==> src/source/bus_pkg.sv <==
// System bus package
// Bus address and data types, RAM word index
// Address map of the work RAM banks and the INPUTCTRL window

package bus_pkg;

	////////////////////
	// Widths
	////////////////////

	localparam int ADDR_W = 16;
	localparam int DATA_W = 8;

	localparam int RAM_DEPTH = 2048;                  // Words per bank
	localparam int RAM_ADDR_W = $clog2(RAM_DEPTH);

	typedef logic [ADDR_W-1:0]     addr_t;
	typedef logic [DATA_W-1:0]     data_t;
	typedef logic [RAM_ADDR_W-1:0] ram_addr_t;

	////////////////////
	// Address map
	////////////////////

	// INPUTCTRL sits in the low TIA window, write only
	localparam addr_t CTRL_BASE = 16'h0000;
	localparam int    CTRL_SPAN = 32;

	localparam addr_t RAM0_BASE = 16'h1800;
	localparam addr_t RAM1_BASE = 16'h2000;

endpackage

==> src/source/ctrl_pkg.sv <==
// Control package
// INPUTCTRL bit positions and write count type
// State encodings for arbiter, clear engine and decoder

package ctrl_pkg;

	// INPUTCTRL data bits
	localparam int CTRL_LOCK     = 0;
	localparam int CTRL_MARIA_EN = 1;
	localparam int CTRL_BIOS_EN  = 2;
	localparam int CTRL_TIA_EN   = 3;

	typedef logic [1:0] write_count_t;
	localparam write_count_t WRITES_FULL = 2'd2;   // Halt allowed from here

	typedef enum logic [1:0] {
		ARB_IDLE,
		ARB_HOST,
		ARB_CLEAR,
		ARB_RELEASE
	} arb_state_t;

	typedef enum logic [1:0] {CLR_IDLE, CLR_REQ, CLR_WAIT_LOW} clear_state_t;

	typedef enum logic {SLV_IDLE, SLV_ACK} slave_state_t;

endpackage

==> src/source/mem_bus_if.sv <==
// Four-phase memory bus
// req/ack handshake with address, write enable and data

`timescale 1ns/1ps

interface mem_bus_if;

	logic           req;
	logic           ack;
	bus_pkg::addr_t addr;
	logic           we;
	bus_pkg::data_t wdata;
	bus_pkg::data_t rdata;     // Valid while ack is high

	modport master (
		output req, addr, we, wdata,
		input  ack, rdata
	);

	modport slave (
		input  req, addr, we, wdata,
		output ack, rdata
	);

endinterface

==> src/source/ram_clear.sv <==
// RAM clear engine
// Fills both work RAM banks with a fill value on a rising loading edge

`timescale 1ns/1ps

module ram_clear
	import bus_pkg::*;
	import ctrl_pkg::*;
(
	input  logic  clk_sys,
	input  logic  reset,
	input  logic  loading,
	input  data_t clearval,
	output logic  clear_busy,
	mem_bus_if.master bus
);

	clear_state_t state;
	logic        loading_d;
	logic        start;
	logic [11:0] count;        // Bit 11 picks the bank
	ram_addr_t   word;
	data_t       fill;

	assign start = (state == CLR_IDLE) && loading && !loading_d;
	assign word = ram_addr_t'(count);

	assign bus.addr = count[11] ? RAM1_BASE + addr_t'(word) : RAM0_BASE + addr_t'(word);
	assign bus.we = 1'b1;
	assign bus.wdata = fill;

	always_ff @(posedge clk_sys) begin
		if (start)
			fill <= clearval;
	end

	always_ff @(posedge clk_sys) begin
		if (reset) begin
			state <= CLR_IDLE;
			loading_d <= 1'b0;
			count <= '0;
			bus.req <= 1'b0;
			clear_busy <= 1'b0;
		end else begin
			loading_d <= loading;
			case (state)
				CLR_IDLE: begin
					if (start) begin
						count <= '0;
						bus.req <= 1'b1;
						clear_busy <= 1'b1;
						state <= CLR_REQ;
					end
				end
				CLR_REQ: begin
					if (bus.ack) begin
						bus.req <= 1'b0;
						state <= CLR_WAIT_LOW;
					end
				end
				CLR_WAIT_LOW: begin
					if (!bus.ack) begin
						if (count == '1) begin   // Last word of RAM1
							clear_busy <= 1'b0;
							state <= CLR_IDLE;
						end else begin
							count <= count + 1'b1;
							bus.req <= 1'b1;
							state <= CLR_REQ;
						end
					end
				end
				default: state <= CLR_IDLE;
			endcase
		end
	end

endmodule

==> src/flat_wrapper.sv <==
// flat-port wrapper written by rule: the top's interface ports become plain ports
module ram_clear_flat import bus_pkg::*; import ctrl_pkg::*;
  (clk_sys, reset, loading, clearval, clear_busy, bus_req, bus_addr, bus_we, bus_wdata, bus_ack, bus_rdata);
  mem_bus_if bus_i ();
  input  logic clk_sys;
  input  logic reset;
  input  logic loading;
  input  data_t clearval;
  output logic clear_busy;
  output wire logic [$bits(bus_i.req)-1:0] bus_req;
  output wire logic [$bits(bus_i.addr)-1:0] bus_addr;
  output wire logic [$bits(bus_i.we)-1:0] bus_we;
  output wire logic [$bits(bus_i.wdata)-1:0] bus_wdata;
  input wire logic [$bits(bus_i.ack)-1:0] bus_ack;
  input wire logic [$bits(bus_i.rdata)-1:0] bus_rdata;
  assign bus_req = bus_i.req;
  assign bus_addr = bus_i.addr;
  assign bus_we = bus_i.we;
  assign bus_wdata = bus_i.wdata;
  assign bus_i.ack = bus_ack;
  assign bus_i.rdata = bus_rdata;
  ram_clear u_core (.clk_sys(clk_sys), .reset(reset), .loading(loading), .clearval(clearval), .clear_busy(clear_busy), .bus(bus_i));
endmodule
==> config.mk <==
export PLATFORM = sky130hd
export DESIGN_NAME = ram_clear_flat
export DESIGN_NICKNAME = d
export VERILOG_FILES = /design/src/source/bus_pkg.sv /design/src/source/ctrl_pkg.sv /design/src/source/mem_bus_if.sv /design/src/source/ram_clear.sv /design/src/flat_wrapper.sv
export SDC_FILE = /design/constraint.sdc
export NUM_CORES = 1
export LEC_CHECK = 0
export ABC_AREA = 1
export ABC_CLOCK_PERIOD_IN_PS = 1650
export BUFFER_PORTS_ARGS = -buffer_cell sky130_fd_sc_hd__buf_2
export CORE_MARGIN = 2
export CORE_UTILIZATION = 44
export CTS_CLUSTER_SIZE = 10
export DETAILED_ROUTE_END_ITERATION = 8
export PLACE_DENSITY = 0.8
export SETUP_SLACK_MARGIN = 0.15
export SLEW_MARGIN = 15
export SYNTH_ARGS = -nofsm -noshare
export SYNTH_HDL_FRONTEND = slang
export SYNTH_SLANG_ARGS = --single-unit
==> constraint.sdc <==
create_clock -name clk_sys -period 1.65 [get_ports clk_sys]
set_clock_uncertainty 0.2 [all_clocks]
set_input_delay 0.2475 -clock clk_sys [delete_from_list [all_inputs] [get_ports clk_sys]]
set_output_delay 0.2475 -clock clk_sys [all_outputs]
set_load 0.05 [all_outputs]
==> flow_metrics.py <==
metrics = {
    "outcome": {
        "status": "complete, but fails checks",
        "violations": "DRC",
    },
    "setup_path": {
        "critPathCaptureType": "flop",
        "crit_fanout": 5,
        "r2r_cells": 9,
        "critPathLaunch": "u_core.count[1]$_SDFFE_PP0P_",
        "crit_cells": 9,
        "crit_path_top_delay_cell": "dfxtp_4",
        "worstPathRequired_ns": 1.69,
        "crit_family": "simple AND/OR/NAND/NOR gates",
        "cpPeakStageDelay_ns": 0.39,
        "worstSetupPathType": "flop to flop",
        "critPathLaunchType": "flop",
        "crit-reg2reg-launch": "u_core.count[1]$_SDFFE_PP0P_",
        "cp_num_buf_inv": 2,
        "path_cells": "ha_4 -> nand2_4 -> nor2_4 -> nand4_4 -> buf_4 -> nand3b_1 -> nand2_1 -> nand2_1 -> inv_1",
        "path_common_cell": "nand2_1",
        "worstPathArrival_ns": 1.66,
    },
    "run": {
        "maxCapViolCount": 0,
    },
    "routing": {
        "num_vias": 1263,
        "ant_nets": 0,
        "wire_per_inst_um": 12.6,
        "vias_per_cell": 4.91,
        "wl_met2_um": 1610,
        "route.met3.wl_um": 159,
        "drt-total-wl_um": 3250,
        "wl_met1_um": 1410,
        "first_pass_iters": 6,
        "initialDrtViolationCount": 35,
        "routed.top_layer": "met4",
        "drcViolationCount": 4,
    },
    "sta": {
        "maxSlewViolCount": 0,
        "finalCritPeriodShare_pct": 98.6,
        "max_clock_freq_mhz": 614,
        "grt_setup_unrepaired": "yes",
        "timing_hold_violations_final": 0,
        "hold_ws_ns": 0.0306,
        "finalSetupViolations": 0,
        "period_minus_slack_ns": 1.63,
    },
    "global_routing": {
        "grt_pass1_wl_um": 5200,
        "grt_max_degree": 14,
        "antenna_found_initial": 0,
        "grt_usage_pct": 19.6,
        "gr-total-overflow": 0,
        "grt_pass1_vias": 1165,
    },
    "cells_and_area": {
        "final_common_cell": "nand2_1",
        "fillers": 242,
        "layout.nets": 248,
        "layout-drive-gt1-share_pct": 43.4,
        "area_growth_syn_to_layout_pct": 42.9,
        "antenna_cells": 0,
        "final_cell_mix": "41 x nand2_1, 26 x buf_2, 18 x inv_1, 16 x buf_4, 13 x nand3_1",
    },
    "floorplanning": {
        "core_area_sq_um": 2810,
        "start_util_pct": 47.2,
        "die_height_um": 58.9,
        "fp.dieArea_sq_um": 3460,
        "row_count": 19,
        "die_x_um": 58.9,
        "num_io_pins": 47,
    },
    "synth": {
        "syn_inst": 167,
        "yosysUniqueCellTypes": 30,
        "synth_warnings": 0,
        "avgSynthCellArea_sq_um": 7.93,
        "synthArstFlopShare_pct": 0,
        "synthFlopType": "dfxtp_1",
        "synth_edf_count": 8,
        "yosysSeqAreaShare_pct": 43.9,
        "syn_area_sq_um": 1320,
        "yosys_register_bits": 25,
    },
    "worst_hold_path": {
        "min_from": "reset",
        "hold_path.class": "input pin to flop",
        "min_path_cells": 2,
    },
    "power": {
        "peakVddDrop_mv": 0.420,
        "total_power_uw": 1170,
        "pwr-share-comb_pct": 20.3,
        "power.density_nw_per_um2": 620,
        "swShare_pct": 30.3,
        "p_leak_uw": 0.000870,
        "power.switching_uw": 356,
        "cellInternalPower_uw": 818,
        "pwr-share-seq_pct": 56.5,
        "clkPwrFrac_pct": 23.2,
    },
    "clocking": {
        "path_clk_slew_ns": 0.13,
        "cts.sinks": 25,
        "clockBufferDepth": 2,
        "clk_latency_ns": 0.32,
        "cts_buffers": 3,
        "cts-root-buf": "clkbuf_4",
        "h-tree-depth": 1,
        "tritoncts": "yes",
    },
    "placed_design": {
        "place_hpwl_um": 2070,
        "portBuffers": 35,
        "gp_congestion": 0.927,
    },
}
==> layout make-up <==
cell class              count  area, sq um  area share, %
clock buffers               4         26.3           1.39
well taps                  31         38.8           2.05
repair buffers             59          423           22.4
inverters                  22         93.8           4.96
flip-flops and latches     25          609           32.2
multi-input cells         116          701           37.0
==> routing by layer <==
metal | global-route usage (%) | up-vias
met5 | 0 | -
met2 | 34.3 | 43
li1 | - | 643
met1 | 24.6 | 570
met3 | 2.86 | 7
met4 | 6.49 | 0
==> repair_timing <==
action | CTS | global route
endpoints found under the setup margin | 18 | 32
endpoints found under the hold margin | 9 | 0
pin swaps | 5 | 8
hold buffers | 9 | 0
setup buffers | 5 | 3
gates cloned | 1 | 0
resized for setup | 10 | 25
==> flip-flops by register name, summed over array words and instances, names as in the netlist <==
signal             flops
u_core.count          12
u_core.bus.wdata       8
u_core.state           2
u_core.bus.req         1
u_core.clear_busy      1
u_core.loading_d       1
==> through the flow <==
step | instance area (sq um) | utilization (%) | worst slack [ns] | TNS (ns) | instances
2_1_floorplan | 1390 | - | 0.0133 | 0 | 168
3_3_place_gp | 1600 | 57.0 | 0.0328 | 0 | 235
3_5_place_dp | 1600 | 57.0 | 0.0135 | 0 | 235
4_1_cts | 1800 | 64.2 | 0.0756 | 0 | 254
5_1_grt | 1890 | 67.4 | -0.0512 | -0.248 | 257
6_report | 1890 | 67.4 | 0.0226 | 0 | 257
==> synthesized netlist by cell type (4+ instances only) <==
cell / count / area, sq um
inv_1: 19 / 71.3
nand2_1: 45 / 169
nor2_2: 5 / 31.3
a21oi_1: 7 / 35.0
dfxtp_1: 17 / 340
edfxtp_1: 8 / 240
nand3_1: 15 / 75.1
buf_4: 4 / 30.0
nor2_1: 14 / 52.6
==> power by group through the flow <==
stage / combinational (uW) / sequential, uW / clock (uW)
CTS: 233 / 665 / 279
floorplan: 113 / 742 / 0
global placement: 203 / 678 / 0
finish: 238 / 663 / 272
global route: 257 / 667 / 316
detailed placement: 206 / 679 / 0
==> final timing paths <==
kind                                  end  slack, ns
max          u_core.count[7]$_SDFFE_PP0P_       0.02
min          u_core.state[0]$_SDFFE_PP0P_       0.03
max reg2reg  u_core.count[7]$_SDFFE_PP0P_       0.02
min reg2reg   u_core.bus.req$_SDFFE_PP0P_       0.27
==> cells by family after synthesis <==
group	after synthesis	synth area share, %
other	2	0.567
DFF	25	43.9
adders and majority gates	1	0.945
xor gates and xnor gates	3	1.99
buffers and inverters	28	10.5
and+or+nand+nor	94	35.9
AOI/OAI and AO/OA	14	6.24
Note: power is estimated with default switching activity, not from simulation.
