## src/source/bus_pkg.sv

```systemverilog
// System bus package
// Bus address and data types, RAM word index
// Address map of the work RAM banks and the INPUTCTRL window

package bus_pkg;

	////////////////////
	// Widths
	////////////////////

	localparam int ADDR_W = 16;
	localparam int DATA_W = 8;

	localparam int RAM_DEPTH = 2048;                  // Words per bank
	localparam int RAM_ADDR_W = $clog2(RAM_DEPTH);

	typedef logic [ADDR_W-1:0]     addr_t;
	typedef logic [DATA_W-1:0]     data_t;
	typedef logic [RAM_ADDR_W-1:0] ram_addr_t;

	////////////////////
	// Address map
	////////////////////

	// INPUTCTRL sits in the low TIA window, write only
	localparam addr_t CTRL_BASE = 16'h0000;
	localparam int    CTRL_SPAN = 32;

	localparam addr_t RAM0_BASE = 16'h1800;
	localparam addr_t RAM1_BASE = 16'h2000;

endpackage

```

## src/source/ctrl_pkg.sv

```systemverilog
// Control package
// INPUTCTRL bit positions and write count type
// State encodings for arbiter, clear engine and decoder

package ctrl_pkg;

	// INPUTCTRL data bits
	localparam int CTRL_LOCK     = 0;
	localparam int CTRL_MARIA_EN = 1;
	localparam int CTRL_BIOS_EN  = 2;
	localparam int CTRL_TIA_EN   = 3;

	typedef logic [1:0] write_count_t;
	localparam write_count_t WRITES_FULL = 2'd2;   // Halt allowed from here

	typedef enum logic [1:0] {
		ARB_IDLE,
		ARB_HOST,
		ARB_CLEAR,
		ARB_RELEASE
	} arb_state_t;

	typedef enum logic [1:0] {CLR_IDLE, CLR_REQ, CLR_WAIT_LOW} clear_state_t;

	typedef enum logic {SLV_IDLE, SLV_ACK} slave_state_t;

endpackage

```

## src/source/mem_bus_if.sv

```systemverilog
// Four-phase memory bus
// req/ack handshake with address, write enable and data

`timescale 1ns/1ps

interface mem_bus_if;

	logic           req;
	logic           ack;
	bus_pkg::addr_t addr;
	logic           we;
	bus_pkg::data_t wdata;
	bus_pkg::data_t rdata;     // Valid while ack is high

	modport master (
		output req, addr, we, wdata,
		input  ack, rdata
	);

	modport slave (
		input  req, addr, we, wdata,
		output ack, rdata
	);

endinterface

```

## src/source/bus_arbiter.sv

```systemverilog
// Bus arbiter
// Two masters onto one bus, clear engine has priority
// One registered stage on every handshake edge

`timescale 1ns/1ps

module bus_arbiter
	import bus_pkg::*;
	import ctrl_pkg::*;
(
	input  logic clk_sys,
	input  logic reset,
	mem_bus_if.slave  host,
	mem_bus_if.slave  clear,
	mem_bus_if.master mem
);

	arb_state_t state;

	// Request fields follow the grant
	always_comb begin
		if (state == ARB_CLEAR) begin
			mem.addr = clear.addr;
			mem.we = clear.we;
			mem.wdata = clear.wdata;
		end else begin
			mem.addr = host.addr;
			mem.we = host.we;
			mem.wdata = host.wdata;
		end
	end

	always_ff @(posedge clk_sys) begin
		if (reset) begin
			state <= ARB_IDLE;
			mem.req <= 1'b0;
			host.ack <= 1'b0;
			clear.ack <= 1'b0;
		end else begin
			case (state)
				ARB_IDLE: begin
					if (clear.req) begin
						mem.req <= 1'b1;
						state <= ARB_CLEAR;
					end else if (host.req) begin
						mem.req <= 1'b1;
						state <= ARB_HOST;
					end
				end
				ARB_HOST: begin
					mem.req <= host.req;
					host.ack <= mem.ack;
					if (host.ack && !mem.ack)   // Downstream ack has fallen
						state <= ARB_RELEASE;
				end
				ARB_CLEAR: begin
					mem.req <= clear.req;
					clear.ack <= mem.ack;
					if (clear.ack && !mem.ack)
						state <= ARB_RELEASE;
				end
				// Gap so the clear engine can re-request before the host is seen
				ARB_RELEASE: state <= ARB_IDLE;
				default: state <= ARB_IDLE;
			endcase
		end
	end

	// Read data only to the granted master
	always_ff @(posedge clk_sys) begin
		if (state == ARB_HOST && mem.ack && !host.ack)
			host.rdata <= mem.rdata;
		if (state == ARB_CLEAR && mem.ack && !clear.ack)
			clear.rdata <= mem.rdata;
	end

endmodule

```

## src/flat_wrapper.sv

```systemverilog
// flat-port wrapper written by rule: the top's interface ports become plain ports
module bus_arbiter_flat import bus_pkg::*; import ctrl_pkg::*;
  (clk_sys, reset, host_req, host_addr, host_we, host_wdata, host_ack, host_rdata, clear_req, clear_addr, clear_we, clear_wdata, clear_ack, clear_rdata, mem_req, mem_addr, mem_we, mem_wdata, mem_ack, mem_rdata);
  mem_bus_if host_i ();
  mem_bus_if clear_i ();
  mem_bus_if mem_i ();
  input  logic clk_sys;
  input  logic reset;
  input wire logic [$bits(host_i.req)-1:0] host_req;
  input wire logic [$bits(host_i.addr)-1:0] host_addr;
  input wire logic [$bits(host_i.we)-1:0] host_we;
  input wire logic [$bits(host_i.wdata)-1:0] host_wdata;
  output wire logic [$bits(host_i.ack)-1:0] host_ack;
  output wire logic [$bits(host_i.rdata)-1:0] host_rdata;
  input wire logic [$bits(clear_i.req)-1:0] clear_req;
  input wire logic [$bits(clear_i.addr)-1:0] clear_addr;
  input wire logic [$bits(clear_i.we)-1:0] clear_we;
  input wire logic [$bits(clear_i.wdata)-1:0] clear_wdata;
  output wire logic [$bits(clear_i.ack)-1:0] clear_ack;
  output wire logic [$bits(clear_i.rdata)-1:0] clear_rdata;
  output wire logic [$bits(mem_i.req)-1:0] mem_req;
  output wire logic [$bits(mem_i.addr)-1:0] mem_addr;
  output wire logic [$bits(mem_i.we)-1:0] mem_we;
  output wire logic [$bits(mem_i.wdata)-1:0] mem_wdata;
  input wire logic [$bits(mem_i.ack)-1:0] mem_ack;
  input wire logic [$bits(mem_i.rdata)-1:0] mem_rdata;
  assign host_i.req = host_req;
  assign host_i.addr = host_addr;
  assign host_i.we = host_we;
  assign host_i.wdata = host_wdata;
  assign host_ack = host_i.ack;
  assign host_rdata = host_i.rdata;
  assign clear_i.req = clear_req;
  assign clear_i.addr = clear_addr;
  assign clear_i.we = clear_we;
  assign clear_i.wdata = clear_wdata;
  assign clear_ack = clear_i.ack;
  assign clear_rdata = clear_i.rdata;
  assign mem_req = mem_i.req;
  assign mem_addr = mem_i.addr;
  assign mem_we = mem_i.we;
  assign mem_wdata = mem_i.wdata;
  assign mem_i.ack = mem_ack;
  assign mem_i.rdata = mem_rdata;
  bus_arbiter u_core (.clk_sys(clk_sys), .reset(reset), .host(host_i), .clear(clear_i), .mem(mem_i));
endmodule
```

## config.mk

```make
export PLATFORM = sky130hd
export DESIGN_NAME = bus_arbiter_flat
export DESIGN_NICKNAME = d
export VERILOG_FILES = /design/src/source/bus_pkg.sv /design/src/source/ctrl_pkg.sv /design/src/source/mem_bus_if.sv /design/src/source/bus_arbiter.sv /design/src/flat_wrapper.sv
export SDC_FILE = /design/constraint.sdc
export NUM_CORES = 1
export LEC_CHECK = 0
export ABC_AREA = 1
export ABC_CLOCK_PERIOD_IN_PS = 3850
export BUFFER_PORTS_ARGS = -buffer_cell sky130_fd_sc_hd__buf_2
export CAP_MARGIN = 30
export CORE_UTILIZATION = 25
export DETAILED_ROUTE_END_ITERATION = 10
export GPL_TIMING_DRIVEN = 1
export HOLD_SLACK_MARGIN = 0.08
export PLACE_DENSITY = 0.53
export SYNTH_ARGS = -nofsm -noshare
export SYNTH_HDL_FRONTEND = slang
export SYNTH_SLANG_ARGS = --single-unit
```

## constraint.sdc

```tcl
create_clock -name clk_sys -period 3.85 [get_ports clk_sys]
set_input_delay 0.9625 -clock clk_sys [delete_from_list [all_inputs] [get_ports clk_sys]]
set_output_delay 0.9625 -clock clk_sys [all_outputs]
set_load 0.02 [all_outputs]
```

==> impl_metrics.env, run 1 <==
export IMPL_status="complete, no violations"
export IMPL_p_leak_nw=0.9415
export IMPL_slowest_delay_ns=0.38
export IMPL_htreeDepth=1
export IMPL_syn_inst=97
export IMPL_synth_nets=166
export IMPL_ys_seq_area_frac=0.4720
export IMPL_setup_violations=0
export IMPL_slew_violations=0
export IMPL_maxCapViolations=0
export IMPL_yosysUniqueCellTypes=13
export IMPL_start_kind="flip-flop"
export IMPL_cts_tree="yes"
export IMPL_firstDrtPassIters=4
export IMPL_p_per_area_nw_per_um2=592.2
export IMPL_dieArea_um2=5204
export IMPL_cts_hold_buf=0
export IMPL_num_vias=1084
export IMPL_die_w_um=72.14
export IMPL_hold_viol=0
export IMPL_final_nets=275
export IMPL_clock_path_buffers=2
export IMPL_hold_class="reg2reg"
export IMPL_grt_max_degree=26
export IMPL_start_util=0.2604
export IMPL_fillCellCount=470
export IMPL_stdcell_count=272
export IMPL_final_cell_mix="106 x buf_2, 20 x mux2_4, 19 x nand2_1, 16 x edfxtp_1"
export IMPL_grt_pass1_wl_um=4471
export IMPL_slowest_stage="mux2_2"
export IMPL_dp_cells=268
export IMPL_drive_gt1_frac=0.6585
export IMPL_slew_headroom=0.5086
export IMPL_finalCriticalPeriod_ns=2.763
export IMPL_ir_drop_mv=0.2785
export IMPL_fin_util=0.3907
export IMPL_cts_buffers=3
export IMPL_crit_chain="inv_1 -> ha_1 -> buf_4 -> mux2_2 -> buf_2"
export IMPL_drt_iter0_drc=37
export IMPL_grt_setup_unrepaired="false"
export IMPL_row_count=25
export IMPL_totalWireLength_um=3076
export IMPL_tns_ns=0
export IMPL_drc=0
export IMPL_postRouteAntennaNets=0
export IMPL_ctsRootBufferMaster="clkbuf_8"
export IMPL_grt_ovfl_total=0
export IMPL_grtUsageTotal=0.1078
export IMPL_worst_setup_path_end_kind="primary output"
export IMPL_cp_max_fo=25
export IMPL_clock_latency_ns=0.25
export IMPL_diodes=0
export IMPL_clock_skew_ns=0.001724
export IMPL_area_growth_pct=50.05
export IMPL_ios=107
export IMPL_clock_sink_count=21
export IMPL_first_global_vias=1036
export IMPL_syn_area_um2=1230
export IMPL_clk_pin_slew_ns=0.07
export IMPL_regArea_um2=580.6
export IMPL_synth_top_cell_by_area="edfxtp_1"
export IMPL_avgSynthCellArea_um2=12.68
export IMPL_antenna_found_initial=0
export IMPL_cp_arrival_ns=1.80
export IMPL_ys_ff_latch=21
export IMPL_gp_congestion=0.7317
export IMPL_max_freq_mhz=362.0
export IMPL_place_hpwl_um=2596
export IMPL_postCtsSetupBuffers=0
export IMPL_yosys_warnings=0
export IMPL_synth_top_area_share=0.3906
export IMPL_wl_per_cell_um=11.31
export IMPL_worst_ep_required_time_ns=2.89
export IMPL_vias_per_cell=3.985
export IMPL_tightest_slew_ns=0.7344
export IMPL_die_h_um=72.14
export IMPL_worstSetupPathType="reg2out"
export IMPL_yosys_top_cells_area="edfxtp_1 39%, mux2_4 24%, dfxtp_1 8.1%, ha_1 6.1%, nand2_1 5.8%"
export IMPL_io_buffers=106
export IMPL_cts_resized_gates=0
export IMPL_fin_crit_sh=0.7176
export IMPL_multi_input_area_um2=568.0
export IMPL_coreArea_um2=4723
export IMPL_layout_commonest_cell="buf_2"
## path summary, 6_finish.rpt
kind / start / endpoint / slack [ns] / depth (start not counted)
max: u_core.state[0]$_SDFFE_PP0P_ / mem_we / 1.09 / 5
min: u_core.mem.req$_SDFFE_PP0P_ / u_core.mem.req$_SDFFE_PP0P_ / 0.50 / 2
max reg2reg: u_core.state[1]$_SDFFE_PP0P_ / u_core.host.rdata[5]$_DFFE_PP_ / 2.12 / 4
min reg2reg: u_core.mem.req$_SDFFE_PP0P_ / u_core.mem.req$_SDFFE_PP0P_ / 0.50 / 2
## worst max-delay path: cells and delay by family, from the launching register on
| family | cells | cell delay, ns |
|---|---|---|
| adders and majority gates | 1 | 0.16 |
| muxes | 1 | 0.38 |
| DFF | 1 | 0.33 |
| buffers and inverters | 3 | 0.66 |
## cell type report
| class | instances | area share |
|---|---|---|
| inverters | 8 | 0.01627 |
| multi-input cells | 65 | 0.3078 |
| repair buffers | 107 | 0.2915 |
| clock buffers | 4 | 0.02441 |
| flip-flops and latches | 21 | 0.3146 |
| well taps | 67 | 0.04542 |
## sequential cells by signal (all words and copies together) (netlist names)
name                flops
u_core.state            2
u_core.clear.ack        1
u_core.mem.req          1
u_core.clear.rdata      8
u_core.host.ack         1
u_core.host.rdata       8
## synth_stat cells
cell      count
nand2_1      19
mux2_4       20
buf_12        2
nor2_1        8
mux2_2        5
edfxtp_1     16
o21ai_0       2
nand3_1       2
ha_1          6
inv_1         8
buf_6         1
a21oi_1       3
dfxtp_1       5
## cells by family after synthesis
logic type      share of synthesized area
compound gates                    0.02034
fa+ha+maj                         0.06104
buf+inv                           0.06613
flops                              0.4720
mux                                0.2899
simple gates                      0.09054
## where the power goes
| group | total (W) | leakage, nW | switching [W] | internal [W] |
|---|---|---|---|---|
| sequential | 0.000310 | 0.187 | 0.0000191 | 0.000291 |
| combinational | 0.000644 | 0.732 | 0.000360 | 0.000283 |
| clock | 0.000139 | 0.0228 | 0.0000658 | 0.0000735 |
## layer usage
metal / track usage / up-vias / wire [µm]
li1: - / 546 / -
met1: 0.1066 / 487 / 1165
met2: 0.2305 / 51 / 1673
met3: 0.02222 / 0 / 237
met4: 0.01089 / 0 / 0
met5: 0 / - / 0
## through the flow
stage	power, W	area (µm²)	worst slack, ns	hold slack (ns)
finish	0.001093	1846	1.087	0.4982
global route	0.001166	1846	0.9577	0.5383
CTS	0.001106	1846	1.051	0.5001
detailed placement	0.0009652	1800	1.338	0.4890
global placement	0.0009649	1800	1.369	0.4804
floorplan	0.0008378	1230	1.620	0.5527
No activity file was read; power rests on OpenSTA's default activity.
==> run 2: changes to the inputs <==
--- a/config.mk
+++ b/config.mk
@@ -5,15 +5,15 @@
 export SDC_FILE = /design/constraint.sdc
 export NUM_CORES = 1
 export LEC_CHECK = 0
-export ABC_AREA = 1
-export ABC_CLOCK_PERIOD_IN_PS = 3850
+export ABC_AREA = 0
+export ABC_CLOCK_PERIOD_IN_PS = 2700
 export BUFFER_PORTS_ARGS = -buffer_cell sky130_fd_sc_hd__buf_2
 export CAP_MARGIN = 30
 export CORE_UTILIZATION = 25
 export DETAILED_ROUTE_END_ITERATION = 10
 export GPL_TIMING_DRIVEN = 1
 export HOLD_SLACK_MARGIN = 0.08
-export PLACE_DENSITY = 0.53
+export PLACE_DENSITY = 0.55
 export SYNTH_ARGS = -nofsm -noshare
 export SYNTH_HDL_FRONTEND = slang
 export SYNTH_SLANG_ARGS = --single-unit
==> constraint.sdc (replaced) <==
create_clock -name clk_sys -period 2.7 [get_ports clk_sys]
set_input_delay 0.675 -clock clk_sys [delete_from_list [all_inputs] [get_ports clk_sys]]
set_output_delay 0.675 -clock clk_sys [all_outputs]
set_load 0.02 [all_outputs]
==> impl_metrics.env, run 2 <==
export IMPL_coreArea_um2=4144
export IMPL_tns_ns=0
export IMPL_final_cell_mix="106 x buf_2, 25 x mux2_2, 16 x edfxtp_1, 6 x inv_1, 6 x ha_1"
export IMPL_async_flop_share=0
export IMPL_antenna_found_initial=0
export IMPL_gp_congestion=0.8374
export IMPL_synth_most_common_cell="mux2_2"
export IMPL_yosys_warnings=0
export IMPL_drc=0
export IMPL_clock_skew_ns=0.003999
export IMPL_hold_end="u_core.clear.ack$_SDFFE_PP0N_"
export IMPL_slowest_delay_ns=0.39
export IMPL_final_nets=260
export IMPL_hold_path_startpoint="u_core.clear.ack$_SDFFE_PP0N_"
export IMPL_ios=107
export IMPL_hold_class="reg2reg"
export IMPL_synth_nets=151
export IMPL_layout_commonest_cell="buf_2"
export IMPL_dieArea_um2=4756
export IMPL_crit_family="buffers and inverters"
export IMPL_fin_crit_sh=0.8917
export IMPL_slew_violations=0
export IMPL_synth_edf_count=16
export IMPL_hold_viol=0
export IMPL_setup_violations=0
export IMPL_power_w=0.001547
export IMPL_cp_max_fo=25
export IMPL_clock_sink_count=21
export IMPL_postRouteAntennaNets=0
export IMPL_r2r_cells=4
export IMPL_slowest_stage="mux2_2"
export IMPL_cts_hold_buf=0
export IMPL_num_vias=1058
export IMPL_ys_seq_area_frac=0.5179
export IMPL_wl_met3_um=252
export IMPL_avgSynthCellArea_um2=13.67
export IMPL_hold_depth=2
export IMPL_first_global_vias=928
export IMPL_wl_per_cell_um=12.93
export IMPL_max_freq_mhz=415.4
export IMPL_start_kind="flip-flop"
export IMPL_finalCriticalPeriod_ns=2.408
export IMPL_p_per_area_nw_per_um2=883.0
export IMPL_whs_ns=0.5168
export IMPL_vias_per_cell=4.408
export IMPL_synthTopCellsByCount="25 x mux2_2, 16 x edfxtp_1, 6 x ha_1, 6 x inv_1, 5 x dfxtp_1"
export IMPL_clock_latency_ns=0.25
export IMPL_syn_inst=82
export IMPL_fin_util=0.4227
export IMPL_synth_top_area_share=0.4286
export IMPL_ctsRootBufferMaster="clkbuf_8"
export IMPL_drt_iter0_drc=37
export IMPL_grt_setup_unrepaired="false"
export IMPL_synth_top_cell_by_area="edfxtp_1"
export IMPL_ys_flop_type="edfxtp_1"
export IMPL_crit_chain="inv_1 -> ha_1 -> buf_4 -> mux2_2 -> buf_2"
export IMPL_postCtsSetupBuffers=0
export IMPL_grt_ovfl_total=0
export IMPL_grtUsageTotal=0.1161
export IMPL_cts_resized_gates=0
export IMPL_die_h_um=68.97
export IMPL_area_growth_pct=56.25
export IMPL_m1WireLength_um=1071
export IMPL_grt_pass1_wl_um=3974
export IMPL_slew_headroom=0.5484
export IMPL_drive_gt1_frac=0.7211
export IMPL_cp_arrival_ns=1.73
export IMPL_start_util=0.2705
export IMPL_cp_buffers_inverters=3
export IMPL_cts_tree="yes"
export IMPL_syn_area_um2=1121
export IMPL_worstSetupPathType="reg2out"
export IMPL_p_leak_nw=0.8330
export IMPL_firstDrtPassIters=4
export IMPL_r2r_setup_slack_ns=0.93
export IMPL_met2WireLength_um=1758
export IMPL_status="complete, no violations"
export IMPL_tightest_slew_ns=0.6749
export IMPL_r2r_end="u_core.clear.rdata[5]$_DFFE_PP_"
export IMPL_place_hpwl_um=2625
export IMPL_grt_max_degree=26
export IMPL_dr_max_layer_used="met4"
export IMPL_top_regs="u_core.clear.rdata x8, u_core.host.rdata x8, u_core.state x2"
export IMPL_htreeDepth=1
export IMPL_ys_ff_latch=21
export IMPL_diodes=0
export IMPL_clock_path_buffers=2
export IMPL_worst_ep_required_time_ns=2.03
export IMPL_ir_drop_mv=0.4184
export IMPL_yosys_top_cells_area="edfxtp_1 43%, mux2_2 25%, dfxtp_1 8.9%, ha_1 6.7%, inv_1 2.0%"
export IMPL_row_count=23
export IMPL_yosysUniqueCellTypes=18
export IMPL_die_w_um=68.97
export IMPL_io_buffers=106
export IMPL_timing_rr_start="u_core.state[0]$_SDFFE_PP0P_"
export IMPL_clk_pin_slew_ns=0.07
export IMPL_worst_setup_path_end_kind="primary output"
export IMPL_cts_buffers=3
export IMPL_maxCapViolations=0
export IMPL_totalWireLength_um=3104
==> run 2: logic make-up (layout without fill, tap and decap cells) <==
family          Yosys count  after routing  share of synthesized area
mux                      27             27                     0.2690
fa+ha+maj                 6              6                    0.06696
flops                    21             21                     0.5179
compound gates           10             10                    0.06249
buf+inv                   9            117                    0.03348
simple gates              9              9                    0.05022
==> run 2: cell type report <==
cell class | count | area (µm²)
clock buffers | 4 | 45.04
fillers | 414 | 2392
inverters | 6 | 22.52
multi-input cells | 52 | 503.0
flip-flops and latches | 21 | 580.6
well taps | 50 | 62.56
repair buffers | 107 | 538.0
==> run 2: how the worst max path moves through the flow <==
stage	startpoint	end	slack (ns)	cells past startpoint
floorplan	u_core.state[0]$_SDFFE_PP0P_	mem_addr[10]	0.68	5
global placement	u_core.state[0]$_SDFFE_PP0P_	mem_addr[10]	0.61	5
detailed placement	u_core.state[0]$_SDFFE_PP0P_	mem_addr[8]	0.57	5
CTS	u_core.state[0]$_SDFFE_PP0P_	mem_addr[8]	0.28	5
global route	u_core.state[0]$_SDFFE_PP0P_	mem_addr[10]	0.21	5
finish	u_core.state[0]$_SDFFE_PP0P_	mem_addr[8]	0.29	5
==> run 2: power breakdown <==
group	leakage (nW)	internal [W]	switching [W]	total, W
Combinational	0.623	0.000401	0.000504	0.000905
Sequential	0.187	0.000416	0.0000320	0.000448
Clock	0.0228	0.000105	0.0000891	0.000194
Total	0.833	0.000922	0.000625	0.00155
==> run 2: metrics by stage <==
step / worst slack, ns / instance area [µm²] / instances
2_1_floorplan: 0.6831 / 1121 / 82
3_3_place_gp: 0.6093 / 1707 / 236
3_5_place_dp: 0.5706 / 1707 / 236
4_1_cts: 0.2815 / 1752 / 240
5_1_grt: 0.2062 / 1752 / 240
6_report: 0.2925 / 1752 / 240
==> run 2: worst reg2reg max path, stage by stage (launching register included) <==
cell      delay, ns
dfxtp_1        0.34
inv_1          0.13
ha_1           0.26
nand2b_1       0.14
nor2_1         0.54
==> run 2: metal layers <==
layer / vias to the layer above / track usage
li1: 522 / -
met2: 49 / 0.2233
met1: 485 / 0.1172
met5: - / 0
met4: 0 / 0.04337
met3: 2 / 0.03125
